===== config.mk =====
export PLATFORM = sky130hd
export DESIGN_NAME = cart_header_capture
export DESIGN_NICKNAME = d
export VERILOG_FILES = /design/src/verilog/gb_cart_pkg.sv /design/src/verilog/cart_header_capture.sv
export SDC_FILE = /design/constraint.sdc
export NUM_CORES = 1
export LEC_CHECK = 0
export ABC_AREA = 1
export BUFFER_PORTS_ARGS = -buffer_cell sky130_fd_sc_hd__buf_2
export CAP_MARGIN = 25
export CORE_MARGIN = 8
export CORE_UTILIZATION = 54
export DETAILED_ROUTE_END_ITERATION = 10
export HOLD_SLACK_MARGIN = 0.05
export PLACE_DENSITY_LB_ADDON = 0.08
export SETUP_SLACK_MARGIN = 0.02
export SLEW_MARGIN = 20
export SYNTH_ARGS = -nofsm -noshare
export SYNTH_HDL_FRONTEND = slang
export SYNTH_SLANG_ARGS = --single-unit

===== constraint.sdc =====
create_clock -name clk_sys -period 2.26 [get_ports clk_sys]
set_input_delay 0.339 -clock clk_sys [delete_from_list [all_inputs] [get_ports clk_sys]]
set_output_delay 0.339 -clock clk_sys [all_outputs]
set_load 0.1 [all_outputs]

===== src/verilog/gb_cart_pkg.sv =====
/*
 * cartridge side definitions: header locations, header codes, bank widths
 * header addresses are download word addresses, type byte is in the high half
 * only MBC1, MBC2, MBC3 and MBC5 are decoded, all other types map to mbc_none
 */

package gb_cart_pkg;

	// ------------------------------------------------------------------
	// download port
	localparam int dl_addr_w  = 24;            // word address
	localparam int dl_data_w  = 16;
	localparam int rom_data_w = 16;            // external ROM word

	// header words
	localparam logic [dl_addr_w-1:0] hdr_addr_type = 24'h000146; // type in [15:8]
	localparam logic [dl_addr_w-1:0] hdr_addr_size = 24'h000148; // ram [15:8], rom [7:0]

	// ------------------------------------------------------------------
	// bank widths
	localparam int rom_bank_w  = 9;            // up to 512 x 16k banks (MBC5)
	localparam int ram_bank_w  = 4;            // up to 16 x 8k banks
	localparam int rom_word_w  = 22;           // 8 MB of 16 bit words
	localparam int cram_addr_w = 17;           // 128 KB of byte RAM

	localparam logic [3:0] ram_enable_key = 4'ha;

	// header type code ranges per controller
	localparam logic [7:0] code_mbc1_lo = 8'h01;
	localparam logic [7:0] code_mbc1_hi = 8'h03;
	localparam logic [7:0] code_mbc2_lo = 8'h05;
	localparam logic [7:0] code_mbc2_hi = 8'h06;
	localparam logic [7:0] code_mbc3_lo = 8'h0f;
	localparam logic [7:0] code_mbc3_hi = 8'h13;
	localparam logic [7:0] code_mbc5_lo = 8'h19;
	localparam logic [7:0] code_mbc5_hi = 8'h1e;

	// size codes with special meaning
	localparam logic [7:0] rom_code_max = 8'h08; // 512 banks
	localparam logic [7:0] ram_code_32k = 8'h03; // 4 banks, above this 16 banks

	typedef enum logic [2:0] {
		mbc_none,
		mbc_1,
		mbc_2,
		mbc_3,
		mbc_5
	} mbc_kind_t;

endpackage


===== src/verilog/cart_header_capture.sv =====
/*
 * header bytes are taken from download words at fixed word addresses
 * masks are combinational from the latched codes, valid one cycle after dl_wr
 * cart_ready goes high the cycle after download ends, low while downloading
 */
`timescale 1ns/1ps

module cart_header_capture
	import gb_cart_pkg::*;
(
	input  logic                  clk_sys,
	input  logic                  reset,
	input  logic                  dl_active,
	input  logic                  dl_wr,
	input  logic [dl_addr_w-1:0]  dl_addr,
	input  logic [dl_data_w-1:0]  dl_data,
	output mbc_kind_t             mbc_kind,
	output logic [rom_bank_w-1:0] rom_mask,
	output logic [ram_bank_w-1:0] ram_mask,
	output logic                  cart_ready
);

	logic [7:0] type_code;
	logic [7:0] rom_code;
	logic [7:0] ram_code;
	logic       dl_active_q;                   // for end of download detect

	always_ff @(posedge clk_sys) begin
		if (reset) begin
			type_code   <= 8'h00;
			rom_code    <= 8'h00;
			ram_code    <= 8'h00;
			dl_active_q <= 1'b0;
			cart_ready  <= 1'b0;
		end else begin
			dl_active_q <= dl_active;
			if (dl_active && dl_wr) begin
				if (dl_addr == hdr_addr_type)
					type_code <= dl_data[15:8];
				if (dl_addr == hdr_addr_size) begin
					ram_code <= dl_data[15:8];
					rom_code <= dl_data[7:0];
				end
			end
			if (dl_active)
				cart_ready <= 1'b0;        // new image coming in
			else if (dl_active_q)
				cart_ready <= 1'b1;        // falling edge of download
		end
	end

	// ------------------------------------------------------------------
	// header decode
	always_comb begin
		if (type_code inside {[code_mbc1_lo:code_mbc1_hi]})      mbc_kind = mbc_1;
		else if (type_code inside {[code_mbc2_lo:code_mbc2_hi]}) mbc_kind = mbc_2;
		else if (type_code inside {[code_mbc3_lo:code_mbc3_hi]}) mbc_kind = mbc_3;
		else if (type_code inside {[code_mbc5_lo:code_mbc5_hi]}) mbc_kind = mbc_5;
		else                                                      mbc_kind = mbc_none;

		case (rom_code)
			8'd0:    rom_mask = 9'h001;        // 32k, direct mapped
			8'd1:    rom_mask = 9'h003;
			8'd2:    rom_mask = 9'h007;
			8'd3:    rom_mask = 9'h00f;
			8'd4:    rom_mask = 9'h01f;        // 512k
			8'd5:    rom_mask = 9'h03f;
			8'd6:    rom_mask = 9'h07f;
			8'd7:    rom_mask = 9'h0ff;
			8'd8:    rom_mask = 9'h1ff;        // rom_code_max, 8M
			default: rom_mask = 9'h07f;        // odd sizes 52-54 and junk
		endcase

		if (ram_code == ram_code_32k)     ram_mask = 4'b0011;
		else if (ram_code > ram_code_32k) ram_mask = 4'b1111;
		else                              ram_mask = 4'b0000; // none, 2k or 8k
	end

endmodule


==> results.md <==
Outcome:
- The run finished with clean final reports.

Global route:
- The initial antenna violation count came to 0.
- The first global-routing pass estimated 6334 um of wire.
- The global route total overflow is 0.
- The via count of the first global-routing pass is 1582.
- The global-route total usage across every layer is 14.81%.
- The largest net degree at the start of global routing is 21.

Final layout:
- The net total in the final layout is 362.
- The fraction of final layout cells with drive strength greater than 1 is 36.68%.
- For this run, the share of the core covered by cells in the final layout is 68.00%.
- The repair_antennas step left the layout with diodes totalling 0.
- The area growth from synthesis to layout is 23.02%.
- Leaving out filler cells and counting taps, the final layout contains 365.

Synthesis:
- The area of the mapped netlist is 1815 sq um.
- The portion of synthesized cell area occupied by the leading cell type is 37.49%.
- The fraction of registers with async set/reset is 0%.
- When the netlist entered floorplanning its net count stood at 302.
- The number of different library cells used by synthesis comes to 30.
- The number of enable flip-flop cells after synthesis is 0.
- By count the netlist is led by 49 x sky130_fd_sc_hd__inv_1, 37 x sky130_fd_sc_hd__nand2_1, 37 x sky130_fd_sc_hd__nor2_1.
- The cell count after synthesis is 258.
- After synthesis, the mean cell area works out to 7.037 sq um.
- The cell taking the most area after synthesis is sky130_fd_sc_hd__dfxtp_1.
- The portion of the post-synthesis area used by sequential elements is 37.49%.
- For this run, the number of Yosys warnings is 0.
- By area the synthesized netlist is led by sky130_fd_sc_hd__dfxtp_1 37%, sky130_fd_sc_hd__inv_1 10%, sky130_fd_sc_hd__nand2_1 7.6%.
- In the synthesized netlist the dominant register cell turns out to be sky130_fd_sc_hd__dfxtp_1.
- The register bit total from synthesis is 34.
- The most frequently used cell type in the post-synthesis netlist is sky130_fd_sc_hd__inv_1.

Job:
- The number of max-capacitance violations reported is 0.

Floorplan:
- The area enclosed by the die boundary is 5473 sq um.
- Once the floorplan was initialized, standard cells occupied 55.28% of the core.
- The core region is 3284 sq um.
- In this run the vertical extent of the chip is 73.98 um.
- The die width is 73.98 um.
- The I/O pin total is 61.
- The number of rows in the core area is 21.

Critical path:
- Data arrives at the worst endpoint at 1.81 ns.
- The required arrival time at the worst endpoint is 1.92 ns.
- The startpoint identified for the worst register-to-register timing path is rom_code[1]$_SDFFE_PP0N_.
- The start point of the critical path is type_code[7]$_SDFFE_PP0P_.
- The worst setup path is of the reg2out kind.
- STA classifies the critical path startpoint as a flip-flop.
- The kind of end point of the critical path is an output port.
- In this run the worst path has a maximum fanout of 3.

Clock tree:
- Counting along the longest clock path gives a buffer depth of 2.
- The H-tree generated during clock tree synthesis spans 2 levels.
- After clock tree synthesis, the clock-pin slew on the worst setup and hold paths is 0.10 ns.
- Clock latency on the worst-skew pair, taken at its later pin, is 0.33 ns.
- The number of clock sinks seen by CTS is 34.
- TritonCTS built the clock tree.
- Once the clock tree was built, the setup fixing pass inserted 0 buffers.
- The buffer cell driving the clock tree root is sky130_fd_sc_hd__clkbuf_4.
- Clock tree synthesis inserted a total of 5 buffers.

Pwr:
- The worst voltage drop across the vdd grid is 0.0004435 V.
- The areal power density over the cells is 471.5 nW/um^2.
- The design draws 1053 uW.
- Summed over all cells, the static leakage comes to 0.001242 uW.

Place:
- The wire-length estimate of the detail-placed layout is 3058 um.
- The number of placed instances, taps included is 357.
- The number of buffers inserted by port buffering is 59.
- The global placement routability congestion is 0.7476.
- Before CTS, the worst setup slack after placement is 0.3523 ns.

Detailed routing:
- The detail route stage leaves a number of antenna-violating nets equal to 0.
- Before antenna repair, the detailed router went through 4 iterations.
- After the first detailed-routing iteration, the DRC count stood at 60.
- The detailed router placed 1670 vias in this run.
- After detailed routing, the total wire length is 3734 um.
- In the final routed layout, each cell accounts on average for 10.23 um.
- In the routed layout, each cell is associated on average with a via count of 4.575.
- In the routed design, unresolved DRC markers number 0.

STA:
- Setup repair after global routing could not meet its margin everywhere.
- The final number of setup-violating endpoints is 0.
- The achievable clock frequency is 465.4 MHz.
- For the final database, setup skew stands at 0.002825 ns.
- For the finished layout, the period the worst path requires is 2.149 ns.
- The max-slew violation count came to 0.
- Final hold analysis gives a worst-case slack of 0.1864 ns.
- The setup slack of the critical path after layout is 0.1115 ns.
- The final critical-path share of the clock period is 95.07%.
- The total count of hold-check failures in the final report is 0.

Hold path:
- The start point of the worst hold path is reset.
- The worst hold path belongs to the class in2reg.
-- per-layer routing --
layer	part of all wire, %	routed length, um	vias to the layer above	global-route usage [%]
li1	-	-	911	-
met1	41	1534	713	16.02
met2	50	1884	41	25.39
met3	6.7	252	5	5.121
met4	1.7	62	0	6.652
met5	0	0	-	0
-- worst paths after layout --
path	depth (start not counted)	slack, ns	end
setup / recovery	5	0.11	mbc_kind[1]
hold / removal	2	0.19	dl_active_q$_SDFF_PP0_
setup reg to reg	6	1.29	flip-flop
hold reg to reg	2	0.49	cart_ready$_SDFFE_PP0P_
-- per-stage QoR --
stage               area (sq um)  setup TNS (ns)
finish                      2233               0
global route                2233               0
CTS                         2215               0
detailed placement          2146               0
global placement            2146               0
floorplan                   1832          -1.274
-- area by class of cell --
class	instances	area, sq um
sequential	34	680.7
fill	310	1051
tap	46	57.56
clock inverter	2	12.51
inverter	53	198.9
timing repair buffer	61	327.8
multi-input combinational	163	904.6
clock buffer	6	51.30
-- cells in the final DEF, fill, tap and decap left out, drive strengths merged --
cell type  instances
buf               59
inv               53
nor2              48
nand2             46
dfxtp             34
o21ai             25
a21oi             16
nand3             10
clkbuf             8
or2                7
nor4               4
o21bai             2
nor3               2
or3                1
nand4              1
conb               1
clkinvlp           1
clkinv             1
-- what timing repair did --
action	4_1_cts	5_1_grt
gates resized for setup	2	5
pin swaps	0	0
cloned	0	0
setup endpoints to repair	2	8
hold buffers	0	0
-- where the power goes --
group	internal (uW)	leakage [uW]	switching, uW
logic	42.3	0.000933	60.2
clock network	149	0.0000343	200
registers	600	0.000274	0.459
total	792	0.00124	261
-- cell families after synthesis --
family / Yosys count / share of synthesized area, %
and+or+nand+nor: 119 / 35.63
AOI/OAI and AO/OA: 43 / 12.75
DFF: 34 / 37.49
other: 1 / 0.2066
buffers and inverters: 61 / 13.92
-- worst max-delay path, stage by stage (launching register included) --
cell and delay, ns:
sky130_fd_sc_hd__dfxtp_1 0.32, sky130_fd_sc_hd__or3_1 0.41, sky130_fd_sc_hd__or2_2 0.31, sky130_fd_sc_hd__o21ai_1 0.15
sky130_fd_sc_hd__o21ai_1 0.10, sky130_fd_sc_hd__buf_6 0.19
Power figures use the tool's default switching activity.
