File: src/verilog/gb_cart_pkg.sv
/*
 * cartridge side definitions: header locations, header codes, bank widths
 * header addresses are download word addresses, type byte is in the high half
 * only MBC1, MBC2, MBC3 and MBC5 are decoded, all other types map to mbc_none
 */

package gb_cart_pkg;

	// ------------------------------------------------------------------
	// download port
	localparam int dl_addr_w  = 24;            // word address
	localparam int dl_data_w  = 16;
	localparam int rom_data_w = 16;            // external ROM word

	// header words
	localparam logic [dl_addr_w-1:0] hdr_addr_type = 24'h000146; // type in [15:8]
	localparam logic [dl_addr_w-1:0] hdr_addr_size = 24'h000148; // ram [15:8], rom [7:0]

	// ------------------------------------------------------------------
	// bank widths
	localparam int rom_bank_w  = 9;            // up to 512 x 16k banks (MBC5)
	localparam int ram_bank_w  = 4;            // up to 16 x 8k banks
	localparam int rom_word_w  = 22;           // 8 MB of 16 bit words
	localparam int cram_addr_w = 17;           // 128 KB of byte RAM

	localparam logic [3:0] ram_enable_key = 4'ha;

	// header type code ranges per controller
	localparam logic [7:0] code_mbc1_lo = 8'h01;
	localparam logic [7:0] code_mbc1_hi = 8'h03;
	localparam logic [7:0] code_mbc2_lo = 8'h05;
	localparam logic [7:0] code_mbc2_hi = 8'h06;
	localparam logic [7:0] code_mbc3_lo = 8'h0f;
	localparam logic [7:0] code_mbc3_hi = 8'h13;
	localparam logic [7:0] code_mbc5_lo = 8'h19;
	localparam logic [7:0] code_mbc5_hi = 8'h1e;

	// size codes with special meaning
	localparam logic [7:0] rom_code_max = 8'h08; // 512 banks
	localparam logic [7:0] ram_code_32k = 8'h03; // 4 banks, above this 16 banks

	typedef enum logic [2:0] {
		mbc_none,
		mbc_1,
		mbc_2,
		mbc_3,
		mbc_5
	} mbc_kind_t;

endpackage

File: src/verilog/gb_bus_pkg.sv
/*
 * CPU side bus definitions and the address window decode
 * write windows only exist below 8000, region decode uses addr[15:13]
 */

package gb_bus_pkg;

	localparam int cpu_addr_w = 16;
	localparam int cpu_data_w = 8;

	// register write windows inside ROM space, addr[14:13]
	typedef enum logic [1:0] {
		reg_ram_enable = 2'd0,                 // 0000-1fff
		reg_rom_bank   = 2'd1,                 // 2000-3fff
		reg_ram_bank   = 2'd2,                 // 4000-5fff
		reg_mode       = 2'd3                  // 6000-7fff
	} cart_wreg_t;

	// read regions
	typedef enum logic [1:0] {
		rom_bank0,                             // 0000-3fff
		rom_bankn,                             // 4000-7fff
		cram,                                  // a000-bfff
		other
	} cart_region_t;

	function automatic cart_region_t cpu_region(input logic [cpu_addr_w-1:0] addr);
		case (addr[15:13])
			3'b000, 3'b001: return rom_bank0;
			3'b010, 3'b011: return rom_bankn;
			3'b101:         return cram;
			default:        return other;
		endcase
	endfunction

	function automatic cart_wreg_t cpu_wreg(input logic [cpu_addr_w-1:0] addr);
		return cart_wreg_t'(addr[14:13]);      // only meaningful with addr[15] low
	endfunction

endpackage

File: src/verilog/mbc_registers.sv
/*
 * controller registers written through ROM space stores (0000-7fff)
 * all registers sit at reset values while a download is running
 * writes apply on any edge with cpu_ce and cpu_wr high
 */
`timescale 1ns/1ps

module mbc_registers
	import gb_cart_pkg::*;
	import gb_bus_pkg::*;
(
	input  logic                  clk_sys,
	input  logic                  reset,
	input  logic                  dl_active,
	input  logic                  cpu_ce,
	input  logic                  cpu_wr,
	input  logic [cpu_addr_w-1:0] cpu_addr,
	input  logic [cpu_data_w-1:0] cpu_wdata,
	input  mbc_kind_t             mbc_kind,
	output logic [rom_bank_w-1:0] rom_bank,
	output logic [ram_bank_w-1:0] ram_bank,
	output logic                  mbc1_mode,
	output logic                  rtc_sel,
	output logic                  ram_enable
);

	logic       reg_wr;
	cart_wreg_t wreg;

	assign reg_wr = cpu_ce && cpu_wr && (cpu_region(cpu_addr) inside {rom_bank0, rom_bankn});
	assign wreg   = cpu_wreg(cpu_addr);

	always_ff @(posedge clk_sys) begin
		if (reset || dl_active) begin
			rom_bank   <= 9'd1;            // bank 1 visible at 4000 after reset
			ram_bank   <= 4'd0;
			mbc1_mode  <= 1'b0;
			rtc_sel    <= 1'b0;
			ram_enable <= 1'b0;
		end else if (reg_wr) begin
			case (wreg)
				reg_ram_enable: ram_enable <= (cpu_wdata[3:0] == ram_enable_key);

				reg_rom_bank: begin
					if (mbc_kind == mbc_5) begin
						if (cpu_addr[12])
							rom_bank[8] <= cpu_wdata[0];     // 3000-3fff
						else
							rom_bank[7:0] <= cpu_wdata;      // 2000-2fff
					end else if (cpu_wdata[6:0] == 7'd0) begin
						rom_bank <= 9'd1;                    // bank 0 reads as 1
					end else begin
						rom_bank <= {2'b00, cpu_wdata[6:0]};
					end
				end

				reg_ram_bank: begin
					case (mbc_kind)
						mbc_3: begin
							if (cpu_wdata[3]) begin
								rtc_sel <= 1'b1;      // RTC register select
							end else begin
								rtc_sel  <= 1'b0;
								ram_bank <= {2'b00, cpu_wdata[1:0]};
							end
						end
						mbc_5:   ram_bank <= cpu_wdata[3:0];
						default: ram_bank <= {2'b00, cpu_wdata[1:0]};
					endcase
				end

				reg_mode: begin
					if (mbc_kind == mbc_1)
						mbc1_mode <= cpu_wdata[0];   // 1 = 4Mbit/32KB RAM mode
				end
			endcase
		end
	end

endmodule

File: config.mk
export PLATFORM = sky130hd
export DESIGN_NAME = mbc_registers
export DESIGN_NICKNAME = d
export VERILOG_FILES = /design/src/verilog/gb_cart_pkg.sv /design/src/verilog/gb_bus_pkg.sv /design/src/verilog/mbc_registers.sv
export SDC_FILE = /design/constraint.sdc
export NUM_CORES = 1
export LEC_CHECK = 0
export ABC_AREA = 0
export BUFFER_PORTS_ARGS = -buffer_cell sky130_fd_sc_hd__buf_2
export CELL_PAD_IN_SITES_DETAIL_PLACEMENT = 1
export CELL_PAD_IN_SITES_GLOBAL_PLACEMENT = 2
export CORE_ASPECT_RATIO = 0.9
export CORE_MARGIN = 2
export CORE_UTILIZATION = 22
export DETAILED_ROUTE_END_ITERATION = 8
export GPL_TIMING_DRIVEN = 1
export MAX_ROUTING_LAYER = met4
export PLACE_DENSITY_LB_ADDON = 0.12
export RECOVER_POWER = 100
export SYNTH_ARGS = -nofsm -noshare
export SYNTH_HDL_FRONTEND = slang
export SYNTH_SLANG_ARGS = --single-unit
File: constraint.sdc
create_clock -name clk_sys -period 2 [get_ports clk_sys]
set_clock_uncertainty 0.2 [all_clocks]
set_input_delay 0.4 -clock clk_sys [delete_from_list [all_inputs] [get_ports clk_sys]]
set_output_delay 0.4 -clock clk_sys [all_outputs]
set_load 0.1 [all_outputs]
==> results.cfg <==
[power]
p_per_area_mw_per_mm2 = 589
pwr-share-comb_pct = 12.2
internal_power_mw = 0.483
p_total_mw = 0.630
clock_power_share_pct = 37.0
p_leak_nw = 0.427
peakVddDrop_uv = 192
power_frac_seq_pct = 50.8
p_sw_mw = 0.147
p_sw_share_pct = 23.4

[setup_path]
crit_fanout = 5
endpoint = rom_bank[0]
crit_path_cell_trace = clkbuf_1 > or4_1 > or4_1 > a31oi_1
r2r_slack_ps = 1100
timing.rr.end = rom_bank[0]
crit_cells = 4
crit_arrival_ps = 1650
cp.required_ps = 1960
cp_top_family = simple AND/OR/NAND/NOR gates
cpMostUsedCell = or4_1
critPathMaxStageDelay_ps = 500
cpMaxStageDelayCell = or4_1
worstRegToRegCells = 3
cp.buffers_inverters = 1
cp-end-kind = flip-flop
start_kind = primary input
path_class = in2reg
startpoint = cpu_wdata[3]
r2r_start = rom_bank[0]

[detailed_routing]
antenna_left = 0
avgViaCountPerCell = 4.62
drc_errors = 0
routedWlPerCell_um = 13.1
drt_wl_total_mm = 2.28
drtIter0Drc = 26
drt_first_pass_iters = 4
via_count = 808

[clock_tree]
cts_made_buffers = 3
cts.clk_slew.worst_paths_ps = 60
htree_levels = 1
hold_buffers = 0
ctsRootBufferMaster = clkbuf_8
cts_tree = yes
post_cts_buffers = 0
cts.sinks = 16
ctsResizeCount = 0
cts.path.max_buffers = 2
clkLatencyLatePin_ps = 240

[sta]
holdWs_ps = 216
rsz0062_at_grt = false
timing.fmax_ghz = 0.592
min_period_ps = 1690
hold_viol = 0
tightest_slew_ps = 544
finalSetupTns_ps = 0
drv_slew = 0
fin_crit_sh_pct = 84.5
finalSetupViolCount = 0
slew_headroom_pct = 63.9

[die]
core-area_mm2 = 0.00340
die_w_um = 67.1
start_util_pct = 23.2
rows = 20
die_h_um = 60.8
die-area_mm2 = 0.00408
ios = 48

[place]
hpwl_mm = 1.83
gp_congestion = 0.800
io_buffers = 35
placed_cells = 172

[yosys]
ys_seq_area_share_pct = 40.6
yosys.area_share.simple_pct = 35.7
yosysWarnings = 0
yosys.area_share.adder_pct = 0
synth-compound-area-share_pct = 6.51
synth_xor_area_share_pct = 0
netlist_instances = 89
synth_top_family_by_area = simple AND/OR/NAND/NOR gates
synth-seq-cells = 16
syn_area_um2 = 788
synth_nets = 121
synth.distinct_cells = 29
avgSynthCellArea_um2 = 8.86
synth.area.mux_share_pct = 15.2

[finish]
postLayoutCoreUtil_pct = 31.4
fin_nets = 165
fillers = 441
area_growth_pct = 35.6
layoutNonFillerInstCount = 175
diodes = 0
final_layout_size_suffix_gt1_share_pct = 32.8

[grt]
grt_pass1_wl_mm = 3.71
antenna_found_initial = 0
grt_max_degree = 25
grt_pass1_vias = 825
grt-ovfl-total = 0
track_usage_pct = 12.6

[run_status]
status = finished, final reports clean

[min_path]
hold_class = in2reg

[job]
max_cap_violations = 0
==> placed cells by master (no fill, tap or decap), types with 2 or more instances in the layout <==
cell and n:
nand2b_1 2, or4_1 2, clkbuf_8 3, dfxtp_1 16, nand3b_1 2, nor2_1 3
buf_2 18, buf_4 3, mux2i_1 12, clkbuf_1 4, inv_1 2, nor2b_1 2
nand3_1 4, nand2_1 22, nor3_1 5, clkbuf_2 16
==> how the worst min path moves through the flow <==
| stage | from | to | slack [ps] | cells past startpoint |
|---|---|---|---|---|
| global route | cpu_wdata[6] | rom_bank[6] | 210 | 3 |
| CTS | cpu_wdata[5] | rom_bank[5] | 210 | 3 |
| detailed placement | rtc_sel | rtc_sel | 250 | 2 |
| floorplan | cpu_wdata[2] | rom_bank[2] | 340 | 2 |
| finish | cpu_wdata[5] | rom_bank[5] | 220 | 3 |
| global placement | rom_bank[5] | rom_bank[5] | 240 | 2 |
==> through the flow <==
step           worst slack [ps]  area (um^2)
6_report                    311         1070
5_1_grt                     256         1070
4_1_cts                     325         1100
3_5_place_dp               68.2         1060
3_3_place_gp                138         1060
2_1_floorplan               299          788
==> final cells by class <==
cell class	count	area (um^2)	share of cell area [%]
timing repair buffer	41	208	19.4
clock buffer	3	41.3	3.86
sequential	16	320	30.0
tap	44	55.1	5.15
inverter	2	7.51	0.703
multi-input combinational	69	437	40.9
==> flip-flops by register name, indices dropped and copies added (netlist names) <==
signal and cells:
mbc1_mode 1, ram_bank 4, ram_enable 1, rom_bank 9, rtc_sel 1
==> power groups by stage <==
stage | registers, mW | clock network [mW] | logic (mW)
2_1_floorplan | 0.334 | 0 | 0.0313
3_3_place_gp | 0.327 | 0 | 0.0801
3_5_place_dp | 0.327 | 0 | 0.0815
4_1_cts | 0.320 | 0.249 | 0.0817
5_1_grt | 0.320 | 0.266 | 0.0856
6_report | 0.320 | 0.233 | 0.0768
==> synthesized netlist by cell type, drive strengths merged <==
library cell / count / area [um^2]
a211oi: 1 / 7.51
a21oi: 1 / 5.00
a31oi: 1 / 6.26
and3b: 1 / 8.76
and4b: 1 / 11.3
and4bb: 1 / 12.5
clkbuf: 2 / 7.51
dfxtp: 16 / 320
inv: 2 / 7.51
mux2i: 12 / 120
nand2: 22 / 82.6
nand2b: 2 / 12.5
nand3: 4 / 20.0
nand3b: 2 / 15.0
nand4: 1 / 6.26
nand4b: 1 / 8.76
nor2: 3 / 11.3
nor2b: 2 / 12.5
nor3: 5 / 41.3
nor3b: 1 / 7.51
nor4bb: 1 / 10.0
o22ai: 1 / 6.26
o311a: 1 / 10.0
o31ai: 1 / 7.51
o32ai: 1 / 8.76
or2: 1 / 6.26
or4: 2 / 15.0
==> worst min-delay path: stages <==
cell and delay [ps]:
buf_2 110, nand2_1 50, mux2i_1 50
==> metal layers <==
| metal | GRT usage [%] | vias to the layer above | wire length (um) |
|---|---|---|---|
| met5 | - | - | 0 |
| met2 | 20.2 | 21 | 1000 |
| li1 | - | 406 | - |
| met1 | 15.7 | 379 | 1150 |
| met4 | 5.25 | 0 | 15 |
| met3 | 2.23 | 2 | 118 |
==> cell families after synthesis <==
group | count (synthesis)
and+or+nand+nor | 50
DFF | 16
buffers and inverters | 4
muxes | 12
AOI/OAI and AO/OA | 7
Power figures use the tool's default switching activity.
