## config.mk

```make
export PLATFORM = sky130hd
export DESIGN_NAME = bank_mapper
export DESIGN_NICKNAME = d
export VERILOG_FILES = /design/src/verilog/gb_cart_pkg.sv /design/src/verilog/gb_bus_pkg.sv /design/src/verilog/bank_mapper.sv
export SDC_FILE = /design/constraint.sdc
export NUM_CORES = 1
export LEC_CHECK = 0
export BUFFER_PORTS_ARGS = -buffer_cell sky130_fd_sc_hd__buf_2
export CORE_MARGIN = 4
export CORE_UTILIZATION = 28
export DETAILED_ROUTE_END_ITERATION = 7
export GPL_ROUTABILITY_DRIVEN = 0
export GPL_TIMING_DRIVEN = 0
export PLACE_DENSITY = 0.95
export SKIP_LAST_GASP = 1
export SLEW_MARGIN = 20
export SYNTH_ARGS = -nofsm -noshare
export SYNTH_HDL_FRONTEND = slang
export SYNTH_SLANG_ARGS = --single-unit
```

## constraint.sdc

```tcl
create_clock -name vclk -period 2.15
set_clock_uncertainty 0.05 [all_clocks]
set_input_delay 0.215 -clock vclk [all_inputs]
set_output_delay 0.215 -clock vclk [all_outputs]
set_load 0.05 [all_outputs]
```

## src/verilog/gb_cart_pkg.sv

```systemverilog
/*
 * cartridge side definitions: header locations, header codes, bank widths
 * header addresses are download word addresses, type byte is in the high half
 * only MBC1, MBC2, MBC3 and MBC5 are decoded, all other types map to mbc_none
 */

package gb_cart_pkg;

	// ------------------------------------------------------------------
	// download port
	localparam int dl_addr_w  = 24;            // word address
	localparam int dl_data_w  = 16;
	localparam int rom_data_w = 16;            // external ROM word

	// header words
	localparam logic [dl_addr_w-1:0] hdr_addr_type = 24'h000146; // type in [15:8]
	localparam logic [dl_addr_w-1:0] hdr_addr_size = 24'h000148; // ram [15:8], rom [7:0]

	// ------------------------------------------------------------------
	// bank widths
	localparam int rom_bank_w  = 9;            // up to 512 x 16k banks (MBC5)
	localparam int ram_bank_w  = 4;            // up to 16 x 8k banks
	localparam int rom_word_w  = 22;           // 8 MB of 16 bit words
	localparam int cram_addr_w = 17;           // 128 KB of byte RAM

	localparam logic [3:0] ram_enable_key = 4'ha;

	// header type code ranges per controller
	localparam logic [7:0] code_mbc1_lo = 8'h01;
	localparam logic [7:0] code_mbc1_hi = 8'h03;
	localparam logic [7:0] code_mbc2_lo = 8'h05;
	localparam logic [7:0] code_mbc2_hi = 8'h06;
	localparam logic [7:0] code_mbc3_lo = 8'h0f;
	localparam logic [7:0] code_mbc3_hi = 8'h13;
	localparam logic [7:0] code_mbc5_lo = 8'h19;
	localparam logic [7:0] code_mbc5_hi = 8'h1e;

	// size codes with special meaning
	localparam logic [7:0] rom_code_max = 8'h08; // 512 banks
	localparam logic [7:0] ram_code_32k = 8'h03; // 4 banks, above this 16 banks

	typedef enum logic [2:0] {
		mbc_none,
		mbc_1,
		mbc_2,
		mbc_3,
		mbc_5
	} mbc_kind_t;

endpackage

```

## src/verilog/gb_bus_pkg.sv

```systemverilog
/*
 * CPU side bus definitions and the address window decode
 * write windows only exist below 8000, region decode uses addr[15:13]
 */

package gb_bus_pkg;

	localparam int cpu_addr_w = 16;
	localparam int cpu_data_w = 8;

	// register write windows inside ROM space, addr[14:13]
	typedef enum logic [1:0] {
		reg_ram_enable = 2'd0,                 // 0000-1fff
		reg_rom_bank   = 2'd1,                 // 2000-3fff
		reg_ram_bank   = 2'd2,                 // 4000-5fff
		reg_mode       = 2'd3                  // 6000-7fff
	} cart_wreg_t;

	// read regions
	typedef enum logic [1:0] {
		rom_bank0,                             // 0000-3fff
		rom_bankn,                             // 4000-7fff
		cram,                                  // a000-bfff
		other
	} cart_region_t;

	function automatic cart_region_t cpu_region(input logic [cpu_addr_w-1:0] addr);
		case (addr[15:13])
			3'b000, 3'b001: return rom_bank0;
			3'b010, 3'b011: return rom_bankn;
			3'b101:         return cram;
			default:        return other;
		endcase
	endfunction

	function automatic cart_wreg_t cpu_wreg(input logic [cpu_addr_w-1:0] addr);
		return cart_wreg_t'(addr[14:13]);      // only meaningful with addr[15] low
	endfunction

endpackage

```

## src/verilog/bank_mapper.sv

```systemverilog
/*
 * pure combinational address map, CPU address to ROM word and CRAM byte
 * bank 0 region always maps bank 0, no controller means 32k linear ROM
 */
`timescale 1ns/1ps

module bank_mapper
	import gb_cart_pkg::*;
	import gb_bus_pkg::*;
(
	input  logic [cpu_addr_w-1:0]  cpu_addr,
	input  mbc_kind_t              mbc_kind,
	input  logic [rom_bank_w-1:0]  rom_bank,
	input  logic [ram_bank_w-1:0]  ram_bank,
	input  logic                   mbc1_mode,
	input  logic [rom_bank_w-1:0]  rom_mask,
	input  logic [ram_bank_w-1:0]  ram_mask,
	output logic [rom_word_w-1:0]  rom_addr,
	output logic [cram_addr_w-1:0] cram_addr
);

	logic [6:0]            mbc1_bank;        // mode 0 takes RAM bank as upper ROM bits
	logic [rom_bank_w-1:0] bank_n;           // bank seen at 4000-7fff
	logic [rom_bank_w-1:0] bank;
	logic [ram_bank_w-1:0] cbank;

	always_comb begin
		mbc1_bank = mbc1_mode ? {2'b00, rom_bank[4:0]} : {ram_bank[1:0], rom_bank[4:0]};

		case (mbc_kind)
			mbc_1:        bank_n = {2'b00, mbc1_bank} & rom_mask;
			mbc_2, mbc_3: bank_n = {2'b00, rom_bank[6:0]} & rom_mask;
			mbc_5:        bank_n = rom_bank & rom_mask;  // full 9 bits, bank 0 allowed
			default:      bank_n = 9'd1;                  // no controller
		endcase

		if (cpu_region(cpu_addr) == rom_bankn) bank = bank_n;
		else                                    bank = '0;

		// RAM banking
		case (mbc_kind)
			mbc_1:   cbank = mbc1_mode ? ({2'b00, ram_bank[1:0]} & ram_mask) : '0;
			mbc_2:   cbank = '0;                     // 512 x 4 bit, single bank
			default: cbank = ram_bank & ram_mask;
		endcase
	end

	assign rom_addr  = {bank, cpu_addr[13], cpu_addr[12:1]};
	assign cram_addr = {cbank, cpu_addr[12:0]};

endmodule

```

==> run summary, run 1 <==
Run status: completed
Slew of the pin with the lowest slew margin: 0.373 ns
Final setup violating endpoints: 0
Crit-path max FO: 9
Register area: 0 µm²
Slew Limit Fails: 0
Max Cap Viol: 0
Antenna violations before repair: 0
Worst slew margin: 74.8%
Synth cell types: 17
Worst Setup SP: mbc_kind[1]
Initial DRC count: 1
Die ar.: 2190 µm²
CP required: 1.88 ns
First-pass GRT wire length: 2170 µm
Most numerous cell in the Yosys netlist: buf_4
Worst hold start: cpu_addr[12]
# port buffers: 70
Final hold violations: 0
IO Pins: 85
Final net count: 186
GR Overflow Total: 0
Detailed-route DRC error count: 0
Synth Area in Compound Gates: 8.93%
Post-DP HPWL: 1480 µm
Setup Buffers After CTS: 0
Mapped Cells: 68
Adder-Cell Fraction of Synth Area: 0%
Main combinational cell family by area after synthesis: buffers and inverters
Largest net degree at the start of global routing: 11
Kind of critical path: in2out
ANT cells: 0
Synth area leader: buf_4
Layout cells sized above 1: 71.0%
Worst Path Arrival: 1.36 ns
Die width: 46.8 µm
Synthesized area: 420 µm²
Routed vias: 645
Die span in y: 46.8 µm
Post-CTS Resized: 0
Top cells by count, synth: buf_4, nand2_1, nor2_1
Drt pass-1 iters: 4
Simple-gate portion of the synthesized area: 42.0%
Crit share post-route: 75.6%
Critical Path Sink Type: output pin
CORE AREA: 1350 µm²
Layout area overhead: 87.8%
Total Power: 0.242 mW
Maximum vdd drop: 0.170 mV
Avg Synthesized Cell Area: 6.18 µm²
Min-Delay Endpoint: rom_addr[11]
Vias in the first global route: 612
Routed wire length: 1560 µm
CP Launch Type: primary input
WL per Instance: 10.2 µm
Lkg Pwr: 0.527 nW
Fmax: 0.615 GHz
Detail Route Antenna Nets: 0
Largest cells by area after synthesis: buf_4, nand2_1, and3_1
Dpl ws: 0.525 ns
Initial core utilization: 31.1%
Overall global routing resource usage: 12.4%
Min cycle time layout: 1.62 ns
Mux share of post-synthesis cell area: 0%
Hold_buf cts: 0
Clock buffers: 0
Sequential fraction of the synthesis area: 0%
XOR/XNOR Fraction of Synth Area: 0%
Worst Hold Depth: 2
Post-DR vias/cell: 4.22
Row count: 13
Post-synth top area share: 46.4%
Final worst slack: 0.525 ns
Ys Warns: 0
Mapped Nets: 114
Total negative slack: 0 ns
RSZ-0062 raised after global routing: no
Num sequential: 0
Min-delay worst type: in2out
Pwr Density: 306 nW/µm²
==> power by group <==
group / internal (mW) / switching, mW / leakage, nW
sequential: 0 / 0 / 0
combinational: 0.0838 / 0.158 / 0.527
clock: 0 / 0 / 0
==> stage by stage <==
| step | util [%] | hold WS (ns) | instances | instance area [µm²] |
|---|---|---|---|---|
| 3_5_place_dp | 58.5 | 0.683 | 153 | 790 |
| 2_1_floorplan | - | 0.547 | 68 | 420 |
| 6_report | 58.5 | 0.682 | 153 | 790 |
| 5_1_grt | 58.5 | 0.686 | 153 | 790 |
| 4_1_cts | 58.5 | 0.683 | 153 | 790 |
| 3_3_place_gp | 58.5 | 0.682 | 153 | 790 |
==> kinds of logic (layout without fill, tap and decap cells) <==
kind of cell | after synthesis | in the layout
compound gates | 7 | 7
buf+inv | 27 | 97
simple gates | 34 | 34
==> layer usage <==
metal	wire length (µm)	up-vias	global-route usage (%)
met2	804	48	25.3
li1	-	340	-
met4	0	0	1.10
met5	0	-	0
met3	254	0	2.30
met1	506	257	13.6
==> final cells by class <==
class	count	area, µm²
buffer	27	206
timing repair buffer	70	350
fill	130	561
multi-input combinational	41	214
tap	15	18.8
==> worst max-delay path by stage <==
stage              endpoint  slack (ns)  depth (start not counted)
2_1_floorplan  rom_addr[18]        0.38                          4
3_3_place_gp   rom_addr[17]        0.55                          5
3_5_place_dp   rom_addr[16]        0.53                          5
4_1_cts        rom_addr[16]        0.52                          5
5_1_grt        rom_addr[16]        0.46                          5
6_report       rom_addr[16]        0.53                          5
==> worst max-delay path, cell delays in order <==
cell	delay, ns
buf_2	0.14
or3_1	0.39
and3_1	0.22
and3_1	0.18
buf_2	0.21
==> cells in the final DEF, fill, tap and decap left out <==
cell / count
a21oi_1: 4
a31oi_1: 2
and2_1: 1
and3_1: 5
and3b_1: 2
buf_2: 70
buf_4: 26
buf_6: 1
nand2_1: 11
nand2b_1: 1
nand3_1: 2
nor2_1: 7
nor2b_1: 1
nor4b_1: 1
o21ai_0: 1
or2b_1: 1
or3_1: 1
or3b_2: 1
No activity file was read; power rests on OpenSTA's default activity.
==> inputs of run 2 (changes only) <==
--- a/config.mk
+++ b/config.mk
@@ -5,13 +5,15 @@
 export SDC_FILE = /design/constraint.sdc
 export NUM_CORES = 1
 export LEC_CHECK = 0
+export ABC_AREA = 1
 export BUFFER_PORTS_ARGS = -buffer_cell sky130_fd_sc_hd__buf_2
+export CORE_ASPECT_RATIO = 0.7
 export CORE_MARGIN = 4
-export CORE_UTILIZATION = 28
+export CORE_UTILIZATION = 25
 export DETAILED_ROUTE_END_ITERATION = 7
 export GPL_ROUTABILITY_DRIVEN = 0
 export GPL_TIMING_DRIVEN = 0
-export PLACE_DENSITY = 0.95
+export PLACE_DENSITY = 0.85
 export SKIP_LAST_GASP = 1
 export SLEW_MARGIN = 20
 export SYNTH_ARGS = -nofsm -noshare
==> constraint.sdc (replaced) <==
create_clock -name vclk -period 1.3
set_clock_uncertainty 0.05 [all_clocks]
set_input_delay 0.13 -clock vclk [all_inputs]
set_output_delay 0.13 -clock vclk [all_outputs]
set_load 0.05 [all_outputs]
==> run summary, run 2 <==
Max Cap Viol: 0 (unchanged)
Synth area leader: buf_4
Die ar.: 2690 µm² (+23%)
Crit-path max FO: 6 (-3)
Avg Synthesized Cell Area: 5.62 µm² (-9.0%)
Pwr Density: 491 nW/µm² (+60%)
Initial DRC count: 9 (+8)
Post-DR vias/cell: 3.98 (-5.7%)
Design area: 877 µm² (+11%)
# port buffers: 71 (+1.4%)
First-pass GRT wire length: 2750 µm (+27%)
Critical Path Sink Type: output pin
Worst Hold Depth: 2 (unchanged)
Detailed-route DRC error count: 0 (unchanged)
Setup Buffers After CTS: 0 (unchanged)
Layout cells sized above 1: 70.5% (-0.50 points)
Die width: 60.3 µm (+29%)
Row count: 12 (-1)
Final setup violating endpoints: 0 (unchanged)
Vias in the first global route: 679 (+11%)
Fmax: 0.794 GHz
Worst Setup SP: mbc_kind[1]
Ys Warns: 0 (unchanged)
Antenna violations before repair: 0 (unchanged)
Maximum vdd drop: 0.318 mV (+87%)
Most numerous cell in the Yosys netlist: buf_4
Slew of the pin with the lowest slew margin: 0.351 ns (-0.0224 ns)
Initial core utilization: 28.2% (-3.0 points)
Mapped Cells: 85 (+25%)
Routed wire length: 1980 µm (+26%)
Min-delay worst type: in2out
Min cycle time layout: 1.26 ns
Clock buffers: 0 (unchanged)
Total negative slack: 0 ns (unchanged)
WL per Instance: 11.2 µm (+9.3%)
Die span in y: 44.6 µm (-4.6%)
Lkg Pwr: 0.564 nW (+6.9%)
Kind of critical path: in2out
Register area: 0 µm² (unchanged)
CP Capture Point: rom_addr[17]
Sequential fraction of the synthesis area: 0% (unchanged)
Drt pass-1 iters: 4 (unchanged)
Placed cell count: 177 (+16%)
Placed cell area: 860 µm² (+8.9%)
Detail Route Antenna Nets: 0 (unchanged)
ANT cells: 0 (unchanged)
Final net count: 204 (+9.7%)
Largest cells by area after synthesis: buf_4, nand2_1, nor3_2
Num sequential: 0 (unchanged)
Post-DP HPWL: 1850 µm (+25%)
Post-route non-filler standard cell count: 177 (+16%)
Most frequent cells in the layout: buf_2, buf_4, nand2_1
Worst slew margin: 76.6% (+1.8 points)
Synth cell types: 15 (-2)
Run status: completed
Slew Limit Fails: 0 (unchanged)
Synthesized area: 478 µm² (+14%)
Overall global routing resource usage: 12.6% (+0.14 points)
Final hold violations: 0 (unchanged)
Most common cell after layout, fill and taps aside: buf_2
Routed vias: 704 (+9.1%)
Worst Path Arrival: 1.08 ns (-0.28 ns)
Post-synth top area share: 40.8% (-5.6 points)
Layout area overhead: 83.5%
Largest net degree at the start of global routing: 10 (-1)
CP required: 1.12 ns (-0.76 ns)
RSZ-0062 raised after global routing: yes
Crit share post-route: 96.8%
Mapped Nets: 131 (+15%)
GR Overflow Total: 0 (unchanged)
CP Launch Type: primary input
Top cells by count, synth: buf_4, nand2_1, nor2_1
CORE AREA: 1700 µm² (+26%)
IO Pins: 85 (unchanged)
-- run 2: cell types whose count changed in the layout (fill, tap and decap cells not counted), moves of 4 or more --
cell     delta
and3_1      -5
nor3_2      +4
inv_1       +7
buf_2       -6
nand2_1     +9
buf_4       +4
-- run 2: cells by family (layout without fill, tap and decap cells) --
| logic type | Yosys count | after routing | share of synthesized area [%] |
|---|---|---|---|
| AO/OA/AOI/OAI | 5 | 5 | 6.02 |
| AND/OR/NAND/NOR | 44 | 44 | 45.3 |
| buffers and inverters | 36 | 107 | 48.7 |
-- run 2: stage by stage --
stage,setup slack [ns],power [mW],hold WS (ns),util (%)
after floorplan,-0.364,0.316,0.377,-
after global placement,0.0774,0.422,0.513,50.7
after detailed placement,0.0282,0.430,0.513,50.7
after CTS,0.0258,0.430,0.513,50.7
after global routing,-0.0233,0.453,0.515,51.7
final,0.0413,0.430,0.512,51.7
-- run 2: per-layer routing --
metal	routed length, µm	track usage, %	up-vias
met5	0	0	-
met4	14	2.21	0
met3	82	0	2
met2	1270	28.7	21
met1	612	12.3	302
li1	-	-	379
-- run 2: layout make-up --
| cell class | count | area, µm² |
|---|---|---|
| multi-input combinational | 49 | 245 |
| timing repair buffer | 71 | 373 |
| fill | 182 | 820 |
| inverter | 10 | 37.5 |
| buffer | 26 | 195 |
| tap | 21 | 26.3 |
-- run 2: worst min path at each step --
stage	start	to	slack, ns
finish	cpu_addr[1]	rom_addr[0]	0.51
global route	cpu_addr[11]	rom_addr[10]	0.52
CTS	cpu_addr[1]	rom_addr[0]	0.51
detailed placement	cpu_addr[1]	rom_addr[0]	0.51
global placement	cpu_addr[13]	rom_addr[12]	0.51
floorplan	cpu_addr[0]	cram_addr[0]	0.38
-- run 2: worst max-delay path: stages --
cell	delay (ns)
buf_2	0.14
nor2_2	0.18
nand2_2	0.09
nand2_2	0.10
inv_2	0.07
nor3_2	0.11
clkbuf_4	0.26
-- run 2: power by group --
part	internal, mW	switching [mW]
combinational	0.142	0.288
clock	0	0
sequential	0	0
total	0.142	0.288
-- run 2: what timing repair did --
| action | CTS | global route |
|---|---|---|
| gates resized for setup | 0 | 11 |
| hold buffers | 0 | 0 |
| endpoints found under the setup margin | 0 | 7 |
